<file path="config.mk">
export PLATFORM = sky130hd
export DESIGN_NAME = risc14Core
export DESIGN_NICKNAME = d
export VERILOG_FILES = /design/src/risc14Pkg.sv /design/src/regFile.sv /design/src/operandStage.sv /design/src/aluStage.sv /design/src/retireStage.sv /design/src/risc14Core.sv
export SDC_FILE = /design/constraint.sdc
export NUM_CORES = 1
export LEC_CHECK = 0
export BUFFER_PORTS_ARGS = -buffer_cell sky130_fd_sc_hd__buf_2
export CAP_MARGIN = 20
export CORE_ASPECT_RATIO = 1.4
export CORE_UTILIZATION = 50
export DETAILED_ROUTE_END_ITERATION = 8
export PLACE_DENSITY = 0.78
export SLEW_MARGIN = 40
export SYNTH_ARGS = -nofsm -noshare
export SYNTH_HDL_FRONTEND = slang
export SYNTH_HIERARCHICAL = 1
export SYNTH_SLANG_ARGS = --single-unit
</file>
<file path="constraint.sdc">
create_clock -name Clock_not -period 4 [get_ports Clock_not]
set_input_delay 0.4 -clock Clock_not [delete_from_list [all_inputs] [get_ports Clock_not]]
set_output_delay 0.4 -clock Clock_not [all_outputs]
set_load 0.02 [all_outputs]
</file>
<file path="src/risc14Pkg.sv">
package risc14Pkg;

	localparam int WordWidth = 14;
	localparam int LaneWidth = 7;
	localparam int RegAddrWidth = 4;
	localparam int RegCount = 16;

	typedef logic [WordWidth-1:0] wordT;

	// Opcode values as in the reference machine
	typedef enum logic [5:0] {
		OpCpy  = 6'b000010,
		OpAdd  = 6'b000101,
		OpSub  = 6'b000110,
		OpAddc = 6'b000111,
		OpSubc = 6'b001000,
		OpNot  = 6'b001011,
		OpAnd  = 6'b001100,
		OpOr   = 6'b001101,
		OpXor  = 6'b001110,
		OpSrl  = 6'b001111,
		OpSra  = 6'b010000,
		OpRotl = 6'b010001,
		OpRotr = 6'b010010,
		OpRrc  = 6'b010101,
		OpVadd = 6'b010111,
		OpVsub = 6'b011000,
		OpIn   = 6'b011011,
		OpOut  = 6'b011100,
		OpNop  = 6'b011101
	} opcodeT;

	typedef struct packed {
		opcodeT opcode;
		logic [RegAddrWidth-1:0] ri; // Destination and first source
		logic [RegAddrWidth-1:0] rj; // Second source, constant or shift count
	} instT;

	typedef struct packed {
		logic [LaneWidth-1:0] hi;
		logic [LaneWidth-1:0] lo;
	} laneT;

	// Scalar or two-lane view of one ALU word
	typedef union packed {
		wordT word;
		laneT lane;
	} aluWordT;

	// Bit 11 down to bit 0, same order as the reference SR
	typedef struct packed {
		logic c;
		logic n;
		logic v;
		logic z;
		logic hiC;
		logic hiN;
		logic hiV;
		logic hiZ;
		logic loC;
		logic loN;
		logic loV;
		logic loZ;
	} statusT;

	typedef struct packed {
		logic valid;
		instT inst;
		wordT a;
		wordT b;
	} stageT;

	typedef struct packed {
		logic valid;
		logic writeEn;
		logic isOut;
		logic [RegAddrWidth-1:0] dest;
		wordT result;
		statusT status;
	} retireT;

	typedef struct packed {
		wordT data;
		statusT status;
	} outBeatT;

	localparam wordT NopWord = 14'h3FFF; // Bubble encoding

endpackage

</file>
<file path="src/regFile.sv">
module regFile (
	input  logic Clock_not,
	input  logic rstN,
	input  logic writeEn,
	input  logic [risc14Pkg::RegAddrWidth-1:0] writeAddr,
	input  risc14Pkg::wordT writeData,
	input  logic [risc14Pkg::RegAddrWidth-1:0] readAddrA,
	input  logic [risc14Pkg::RegAddrWidth-1:0] readAddrB,
	output risc14Pkg::wordT readDataA,
	output risc14Pkg::wordT readDataB
);
	import risc14Pkg::*;

	wordT regs [RegCount];

	always_ff @(posedge Clock_not or negedge rstN) begin
		if (!rstN) begin
			for (int i = 0; i < RegCount; i++) begin
				regs[i] <= '0;
			end
		end else if (writeEn) begin
			regs[writeAddr] <= writeData;
		end
	end

	// Write-through so the retiring result is seen at once
	assign readDataA = (writeEn && writeAddr == readAddrA) ? writeData : regs[readAddrA];
	assign readDataB = (writeEn && writeAddr == readAddrB) ? writeData : regs[readAddrB];

endmodule

</file>
<file path="src/operandStage.sv">
module operandStage #(
	parameter int SwitchWidth = 5
) (
	input  logic Clock_not,
	input  logic rstN,
	input  logic stall,
	input  logic instValid,
	input  risc14Pkg::instT inst,
	input  logic [SwitchWidth-1:0] switches,
	input  risc14Pkg::wordT readDataA,
	input  risc14Pkg::wordT readDataB,
	output logic [risc14Pkg::RegAddrWidth-1:0] readAddrA,
	output logic [risc14Pkg::RegAddrWidth-1:0] readAddrB,
	input  logic fwdValid,
	input  logic [risc14Pkg::RegAddrWidth-1:0] fwdDest,
	input  risc14Pkg::wordT fwdData,
	output risc14Pkg::stageT stage
);
	import risc14Pkg::*;

	localparam stageT Bubble = '{valid: 1'b0, inst: instT'(NopWord), a: '0, b: '0};

	wordT srcA;
	wordT srcB;
	wordT opA;
	wordT opB;

	assign readAddrA = inst.ri;
	assign readAddrB = inst.rj;

	// ALU stage result wins over the register file
	assign srcA = (fwdValid && fwdDest == inst.ri) ? fwdData : readDataA;
	assign srcB = (fwdValid && fwdDest == inst.rj) ? fwdData : readDataB;

	always_comb begin
		opA = srcA;
		opB = srcB;
		case (inst.opcode)
			OpCpy: begin
				opA = srcB; // Ri takes the value of Rj
			end
			OpAddc, OpSubc: begin
				opB = wordT'(inst.rj); // Unsigned 4-bit constant
			end
			OpIn: begin
				opA = wordT'(switches);
				opB = '0;
			end
			OpNot, OpSrl, OpSra, OpRotl, OpRotr, OpRrc: begin
				opB = '0;
			end
			default: ;
		endcase
	end

	always_ff @(posedge Clock_not or negedge rstN) begin
		if (!rstN) begin
			stage <= Bubble;
		end else if (!stall) begin
			if (instValid) begin
				stage <= '{valid: 1'b1, inst: inst, a: opA, b: opB};
			end else begin
				stage <= Bubble;
			end
		end
	end

endmodule

</file>
<file path="src/aluStage.sv">
module aluStage (
	input  logic Clock_not,
	input  logic rstN,
	input  logic stall,
	input  risc14Pkg::stageT stage,
	input  risc14Pkg::statusT status,
	output logic fwdValid,
	output logic [risc14Pkg::RegAddrWidth-1:0] fwdDest,
	output risc14Pkg::wordT fwdData,
	output risc14Pkg::retireT retire
);
	import risc14Pkg::*;

	// Sign rule of the reference: operands agree in sign, result differs
	function automatic logic overflow(input logic aMsb, input logic bMsb, input logic rMsb);
		return (aMsb ~^ bMsb) & (aMsb ^ rMsb);
	endfunction

	// One 7-bit lane; returns C, N, V, Z and the lane result
	function automatic logic [10:0] laneCalc(
		input logic [LaneWidth-1:0] x,
		input logic [LaneWidth-1:0] y,
		input logic sub
	);
		logic [LaneWidth:0] r;
		if (sub)
			r = {1'b0, x} - {1'b0, y};
		else
			r = {1'b0, x} + {1'b0, y};
		return {r[LaneWidth], r[LaneWidth-1], overflow(x[LaneWidth-1], y[LaneWidth-1],
			r[LaneWidth-1]), r[LaneWidth-1:0] == '0, r[LaneWidth-1:0]};
	endfunction

	statusT curStatus;
	statusT nextStatus;
	aluWordT opA;
	aluWordT opB;
	aluWordT res;
	logic [WordWidth:0] sum;
	logic [WordWidth:0] rrcIn;
	logic [WordWidth:0] rrcOut;
	logic [10:0] hiCalc;
	logic [10:0] loCalc;
	logic [1:0] shamt;
	logic writeReg;

	// Flags of the instruction ahead are not in the status register yet
	assign curStatus = retire.valid ? retire.status : status;
	assign shamt = stage.inst.rj[1:0];

	always_comb begin
		opA.word = stage.a;
		opB.word = stage.b;
		res.word = stage.a; // CPY, IN and OUT pass through
		sum = '0;
		rrcIn = {curStatus.c, stage.a};
		rrcOut = '0;
		hiCalc = '0;
		loCalc = '0;
		nextStatus = curStatus;
		writeReg = 1'b1;
		case (stage.inst.opcode)
			OpAdd, OpAddc, OpSub, OpSubc: begin
				if (stage.inst.opcode inside {OpSub, OpSubc})
					sum = {1'b0, stage.a} - {1'b0, stage.b};
				else
					sum = {1'b0, stage.a} + {1'b0, stage.b};
				res.word = sum[WordWidth-1:0];
				nextStatus.c = sum[WordWidth];
				nextStatus.n = sum[WordWidth-1];
				nextStatus.v = overflow(stage.a[WordWidth-1], stage.b[WordWidth-1],
					sum[WordWidth-1]);
				nextStatus.z = (sum[WordWidth-1:0] == '0);
			end
			OpNot: res.word = ~stage.a;
			OpAnd: res.word = stage.a & stage.b;
			OpOr: res.word = stage.a | stage.b;
			OpXor: res.word = stage.a ^ stage.b;
			OpSrl: res.word = stage.a >> shamt;
			OpSra: res.word = wordT'($signed(stage.a) >>> shamt);
			OpRotl: res.word = (stage.a << shamt) | (stage.a >> (5'd14 - 5'(shamt)));
			OpRotr: res.word = (stage.a >> shamt) | (stage.a << (5'd14 - 5'(shamt)));
			OpRrc: begin
				// C sits above bit 13 and rotates with the word
				rrcOut = (rrcIn >> shamt) | (rrcIn << (5'd15 - 5'(shamt)));
				res.word = rrcOut[WordWidth-1:0];
				nextStatus.c = rrcOut[WordWidth];
			end
			OpVadd, OpVsub: begin
				hiCalc = laneCalc(opA.lane.hi, opB.lane.hi, stage.inst.opcode == OpVsub);
				loCalc = laneCalc(opA.lane.lo, opB.lane.lo, stage.inst.opcode == OpVsub);
				{nextStatus.hiC, nextStatus.hiN, nextStatus.hiV, nextStatus.hiZ} = hiCalc[10:7];
				{nextStatus.loC, nextStatus.loN, nextStatus.loV, nextStatus.loZ} = loCalc[10:7];
				res.lane.hi = hiCalc[6:0];
				res.lane.lo = loCalc[6:0];
			end
			OpCpy, OpIn: ;
			default: writeReg = 1'b0; // OUT, NOP and bubbles
		endcase
		if (stage.inst.opcode inside {OpNot, OpAnd, OpOr, OpXor}) begin
			nextStatus.n = res.word[WordWidth-1];
			nextStatus.z = (res.word == '0);
		end
	end

	// Next result goes straight back for a dependent instruction
	assign fwdValid = stage.valid & writeReg;
	assign fwdDest = stage.inst.ri;
	assign fwdData = res.word;

	always_ff @(posedge Clock_not or negedge rstN) begin
		if (!rstN) begin
			retire <= '0;
		end else if (!stall) begin
			retire <= '{
				valid: stage.valid,
				writeEn: writeReg,
				isOut: (stage.inst.opcode == OpOut),
				dest: stage.inst.ri,
				result: res.word,
				status: nextStatus
			};
		end
	end

endmodule

</file>
<file path="src/retireStage.sv">
module retireStage (
	input  logic Clock_not,
	input  logic rstN,
	input  logic outReady,
	input  risc14Pkg::retireT retire,
	output logic writeEn,
	output logic [risc14Pkg::RegAddrWidth-1:0] writeAddr,
	output risc14Pkg::wordT writeData,
	output risc14Pkg::statusT status,
	output logic stall,
	output logic outValid,
	output risc14Pkg::outBeatT outBeat
);

	logic retireGo;
	logic loadBeat;

	// Held beat blocks the whole pipeline
	assign stall = outValid & ~outReady;
	assign retireGo = retire.valid & ~stall;
	assign loadBeat = retireGo & retire.isOut;

	assign writeEn = retireGo & retire.writeEn;
	assign writeAddr = retire.dest;
	assign writeData = retire.result;

	always_ff @(posedge Clock_not or negedge rstN) begin
		if (!rstN) begin
			status <= '0;
		end else if (retireGo) begin
			status <= retire.status;
		end
	end

	always_ff @(posedge Clock_not or negedge rstN) begin
		if (!rstN) begin
			outValid <= 1'b0;
		end else if (loadBeat) begin
			outValid <= 1'b1;
		end else if (outReady) begin
			outValid <= 1'b0; // Beat taken
		end
	end

	always_ff @(posedge Clock_not) begin
		if (loadBeat) begin
			outBeat <= '{data: retire.result, status: retire.status};
		end
	end

endmodule

</file>
<file path="src/risc14Core.sv">
module risc14Core #(
	parameter int SwitchWidth = 5
) (
	input  logic Clock_not,
	input  logic rstN,
	input  logic instValid,
	input  risc14Pkg::instT inst,
	output logic instReady,
	input  logic [SwitchWidth-1:0] switches,
	output logic outValid,
	output risc14Pkg::outBeatT outBeat,
	input  logic outReady
);
	import risc14Pkg::*;

	logic stall;
	logic writeEn;
	logic [RegAddrWidth-1:0] writeAddr;
	wordT writeData;
	logic [RegAddrWidth-1:0] readAddrA;
	logic [RegAddrWidth-1:0] readAddrB;
	wordT readDataA;
	wordT readDataB;
	logic fwdValid;
	logic [RegAddrWidth-1:0] fwdDest;
	wordT fwdData;
	stageT stage;
	retireT retire;
	statusT status;

	assign instReady = ~stall;

	regFile regFile_inst (
		.Clock_not(Clock_not), .rstN(rstN),
		.writeEn(writeEn), .writeAddr(writeAddr), .writeData(writeData),
		.readAddrA(readAddrA), .readAddrB(readAddrB),
		.readDataA(readDataA), .readDataB(readDataB)
	);

	operandStage #(.SwitchWidth(SwitchWidth)) operandStage_inst (
		.Clock_not(Clock_not), .rstN(rstN), .stall(stall),
		.instValid(instValid), .inst(inst), .switches(switches),
		.readDataA(readDataA), .readDataB(readDataB),
		.readAddrA(readAddrA), .readAddrB(readAddrB),
		.fwdValid(fwdValid), .fwdDest(fwdDest), .fwdData(fwdData),
		.stage(stage)
	);

	aluStage aluStage_inst (
		.Clock_not(Clock_not), .rstN(rstN), .stall(stall),
		.stage(stage), .status(status),
		.fwdValid(fwdValid), .fwdDest(fwdDest), .fwdData(fwdData),
		.retire(retire)
	);

	retireStage retireStage_inst (
		.Clock_not(Clock_not), .rstN(rstN), .outReady(outReady),
		.retire(retire),
		.writeEn(writeEn), .writeAddr(writeAddr), .writeData(writeData),
		.status(status), .stall(stall),
		.outValid(outValid), .outBeat(outBeat)
	);

endmodule

</file>
# [Word-level counts from Yosys, hierarchy flattened]
# Index checks and enable logic that the tools add are counted.
[word_totals] reg_bits=337 output_inout_bits=28
[op_classes] n_addsub=8 magnitude_cmp=4 eq_ne=35 shifts=7 muxes=32 n_bitwise=25 n_reduce_logical=20
[ops] cell="bitwise mux 224 bit" count=1
[ops] cell="one-hot mux 14 bit (11 select lines)" count=1
[ops] cell="two-way mux 14 bit" count=9
[ops] cell="binary-select mux 14 bit (select 4 bit)" count=2
[ops] cell="== test 6 x 5 -> 1 bit, second input constant" count=13
[ops] cell="demux 14 bit (select 4 bit)" count=1
[ops] cell="one-hot mux 14 bit (2 select lines)" count=2
[ops] cell="== test 6 x 4 -> 1 bit, second input constant" count=9
[ops] cell="two-way mux 43 bit" count=1
[ops] cell="bitwise OR 14 bit" count=3
[ops] cell="two-way mux 8 bit" count=5
[ops] cell="two-way mux 15 bit" count=2
[ops] cell="logical NOT 14 bit" count=2
[ops] cell="== test 6 x 3 -> 1 bit, second input constant" count=4
[ops] cell="OR reduction 17 bit" count=1
[ops] cell="adder 7 x 7 -> 8 bit" count=2
[ops] cell="== test 4 bit" count=4
[ops] cell="subtractor 7 x 7 -> 8 bit" count=2
[ops] cell="adder 14 x 14 -> 15 bit" count=1
[ops] cell=">= comparator 5 bit, second input constant" count=3
[ops] cell="inverter 4 -> 5 bit" count=3
[ops] cell="bitwise OR 15 bit" count=1
[ops] cell="<< shifter 15 x 5 -> 15 bit" count=1
[ops] cell="right shift 15 x 2 -> 15 bit" count=1
[ops] cell="other kinds (30)" count=57

# [Longest topological paths before layout]
[logic_depth] depth_word=10 ltp_mapped=18 depth_no_buf=17

# [Cells and area by module]
# The synthesis kept the hierarchy.
[modules_own_cells] mod="regFile" instances=1 cells_each=783 area_per_inst_um2=12529.5 seq_area_each_um2=5605.4
[modules_own_cells] mod="aluStage" instances=1 cells_each=743 area_per_inst_um2=5764.3 seq_area_each_um2=825.8
[modules_own_cells] mod="operandStage" instances=1 cells_each=247 area_per_inst_um2=2431.1 seq_area_each_um2=1093.5
[modules_own_cells] mod="retireStage" instances=1 cells_each=77 area_per_inst_um2=1481.4 seq_area_each_um2=1106.1
[modules_own_cells] mod="risc14Core" instances=1 cells_each=1 area_per_inst_um2=3.8 seq_area_each_um2=0.0

# [Worst setup path after synthesis]
# No wires, ideal clock.
[synth_timing] path_type="reg-to-reg" from="reg operandStage_inst/stage[37] (netlist name)" to="reg aluStage_inst/retire[8] (netlist name)" setup_time_ns=0.092 t_arrival_ns=4.283 required_ns=3.908 slack_ns=-0.375 path_stages_with_launch=16 path_buffers=3 path_cell_list="dfstp_2 buf_2 buf_1 mux2i_1 and3_1 buf_1 mux2i_1 ha_1 nor2b_1 o311ai_1 a21oi_1 xor2_1 a221o_1 or3_1 or4_1 o31ai_2"
[synth_via] elab_chain_cells=7
[synth_lines] element="== test 6 x 3 -> 1 bit or == test 6 x 4 -> 1 bit (tied branches)" line="aluStage.sv:62, aluStage.sv:64"
[synth_lines] element="nonzero test 2 bit" line="aluStage.sv:64" source="if (stage.inst.opcode inside {OpSub, OpSubc})"
[synth_lines] element="two-way mux 15 bit" line="aluStage.sv:64"
[synth_lines] element="two-way mux 15 bit" line="aluStage.sv:62" source="case (stage.inst.opcode)"
[synth_lines] element="one-hot mux 14 bit (11 select lines) (*)" line="aluStage.sv:62"
[synth_lines] element="net fwdData[7]" line="risc14Core.sv:26" source="wordT fwdData;"
[synth_lines] element="logical NOT 14 bit (*)" line="aluStage.sv:102" source="nextStatus.z = (res.word == '0);"
[synth_lines] element="two-way mux 1 bit (*)" line="aluStage.sv:100" source="if (stage.inst.opcode inside {OpNot, OpAnd, OpOr, OpXor}) begin"
# Mark *: on every way through the listed nets, which the timed path passes. The rest lies on a longest branch. The select of a mux whose other input is x is not followed.
# A chain may end at the register's enable or synchronous reset.

# [Final worst setup path]
[layout_timing] from="reg operandStage_inst/stage[39] (netlist name)" to="reg aluStage_inst/retire[8] (netlist name)"
[layout_via] elab_chain_cells=7
[layout_lines] element="== test 6 x 3 -> 1 bit or == test 6 x 4 -> 1 bit (tied branches)" line="aluStage.sv:62, aluStage.sv:64"
[layout_lines] element="nonzero test 2 bit" line="aluStage.sv:64"
[layout_lines] element="two-way mux 15 bit" line="aluStage.sv:64"
[layout_lines] element="two-way mux 15 bit" line="aluStage.sv:62"
[layout_lines] element="one-hot mux 14 bit (11 select lines) or logical NOT 14 bit (tied branches)" line="aluStage.sv:62, aluStage.sv:73"
[layout_lines] element="logical NOT 14 bit or two-way mux 3 bit (tied branches)" line="aluStage.sv:102, aluStage.sv:62"
[layout_lines] element="two-way mux 1 bit" line="aluStage.sv:100"
# Several ways; a longest one is shown, not always the timed one. The select of a mux whose other input is x is not followed.

==> flow_metrics.tcl <==
set metrics [dict create \
    status "complete, but fails checks" \
    failed_checks "design-rule violations" \
    drtIter0Drc 1356 \
    vdd_drop_max_mv 0.241 \
    grt_util_met1_pct 32.5 \
    coreArea_um2 43400 \
    hpwl_um 43700 \
    reg2reg_to "aluStage_inst/retire[8]" \
    syn_area_um2 22100 \
    firstDrtPassIters 7 \
    setup_slack_ps 125 \
    skew_ps 19.3 \
    route.vias.total 16100 \
    drive_gt1_share_pct 30.2 \
    critPathLaunchType "flop" \
    grt_start_max_net_pins 123 \
    grt_use_total_pct 28.4 \
    period_share_pct 96.9 \
    hold_path.class "input port to flop" \
    hold_viol 0 \
    die_w_um 180 \
    yosysWarnings 6 \
    fill_cells 3458 \
    nets 1959 \
    syn_inst 1843 \
    top_usage_layer "met2" \
    grtUsageMet2_pct 49.4 \
    syn_nets 1927 \
    clk_pin_slew_ps 60 \
    cts.sinks 337 \
    power_density_nw_per_um2 328 \
    start_util_pct 51.0 \
    clock_latency_ps 540 \
    layout_common_cells "dfrtp_1, mux2_2, mux2i_1, mux4_2, mux2_1" \
    cts_tree "yes" \
    reg2reg_from "operandStage_inst/stage[39]" \
    syn_avg_cell_area_um2 12.0 \
    use_met3_pct 3.84 \
    grt_overflow 0 \
    antenna_found_initial 1 \
    io_pins 51 \
    rows 90 \
    fmax_mhz 258 \
    layout_commonest_cell "dfrtp_1" \
    place_congestion 1.10 \
    reg2regPathDepth 15 \
    drt_wl_total_um 63500 \
    avgRoutedWirePerCell_um 25.9 \
    dieArea_um2 45100 \
    worst-endpoint-required_ps 4440 \
    antenna_left 0 \
    fin_util_pct 56.3 \
    drt-vias-per-instance 6.58 \
    drc_errors 2 \
    cts_max_level 2 \
    leakagePower_nw 11.0 \
    setup_viol 0 \
    cts_root_buf "clkbuf_16" \
    whs_endpoint "operandStage_inst/stage[15]" \
    hold_depth 3 \
    min_period_ps 3880 \
    rrSetupSlack_ps 120 \
    tightestPinTransition_ps 817 \
    area_growth_pct 10.3 \
    maxSlewViolCount 0 \
    pre_cts_slack_ps -69.4 \
    critPathKind "flop to flop" \
    fp.dieH_um 251 \
    arrival_ps 4310 \
    n_antenna_cell 0 \
    relSlewSlack_pct 45.2 \
    grt_pass1_wl_um 98300 \
    cap_violations 0 \
    numCtsBuffers 37 \
    cp_max_fo 8 \
    holdCritStartpoint "switches[1]" \
    grt_pass1_vias 16900 \
    worst_setup_path_end_kind "flop" \
    cts_buffer_depth 3 \
    port_buffers 50 \
]
[layer usage]
| layer | wire (um) | share of wire, % |
|---|---|---|
| met2 | 32100 | 50 |
| met3 | 3780 | 5.9 |
| met5 | 0 | 0 |
| met1 | 23000 | 36 |
| met4 | 4730 | 7.5 |
[worst max-delay path by stage]
stage                                      startpoint                      end  slack, ps  cells after the start
after floorplan           operandStage_inst/stage[37]  aluStage_inst/retire[8]         40                     16
after global placement    operandStage_inst/stage[40]  aluStage_inst/retire[8]         70                     14
after detailed placement  operandStage_inst/stage[40]  aluStage_inst/retire[8]        -70                     14
after CTS                 operandStage_inst/stage[39]  aluStage_inst/retire[8]          5                     14
after global routing      operandStage_inst/stage[39]  aluStage_inst/retire[8]        -50                     17
final                     operandStage_inst/stage[39]  aluStage_inst/retire[8]        120                     15
[where the power goes]
group          internal [mW]  total [mW]  switching [mW]
logic                  0.476        1.09           0.617
registers               3.57        3.71           0.136
clock network           1.81        3.20            1.39
[flip-flops by register name, summed over array words and instances (netlist names)]
register,count
retireStage_inst/outBeat,26
operandStage_inst/stage,41
aluStage_inst/retire,33
regFile_inst/regs,224
retireStage_inst/outValid,1
retireStage_inst/status,12
[critical path: stages, from the launching register on]
cell	delay [ps]
dfstp_2	640
nand2b_4	100
nor4_4	320
buf_6	190
nor2_1	60
xnor2_1	130
ha_1	340
nor2b_1	160
o31a_1	250
o21a_1	170
nor2_1	110
xnor2_1	170
a221oi_2	320
nand3_1	140
or4_1	520
o31ai_2	180
[per-stage QoR]
stage	std cells	hold slack [ps]	cell area, um^2	setup TNS [ps]	total power, mW
2_1_floorplan	1843	104	22200	0	4.44
3_3_place_gp	2377	462	23100	0	4.76
3_5_place_dp	2378	464	23100	-69.4	4.79
4_1_cts	2442	123	24200	0	8.00
5_1_grt	2451	161	24400	-135	8.28
6_report	2451	132	24400	0	8.00
[what timing repair did]
| action | in CTS | in global routing |
|---|---|---|
| endpoints found under the hold margin | 97 | 0 |
| hold buffers | 1 | 0 |
| resized for setup | 4 | 24 |
| pin swaps | 0 | 10 |
| setup endpoints to repair | 2 | 13 |
| buffers inserted | 0 | 8 |
[cell type report]
cell class	instances	area, um^2	share of cell area, %
sequential	337	8580	35.1
clock inverter	9	66.3	0.272
multi-input combinational	1279	12600	51.5
timing repair buffer	164	1250	5.11
clock buffer	54	1040	4.26
inverter	56	211	0.866
tap	552	691	2.83
(Power assumes the default switching activity.)
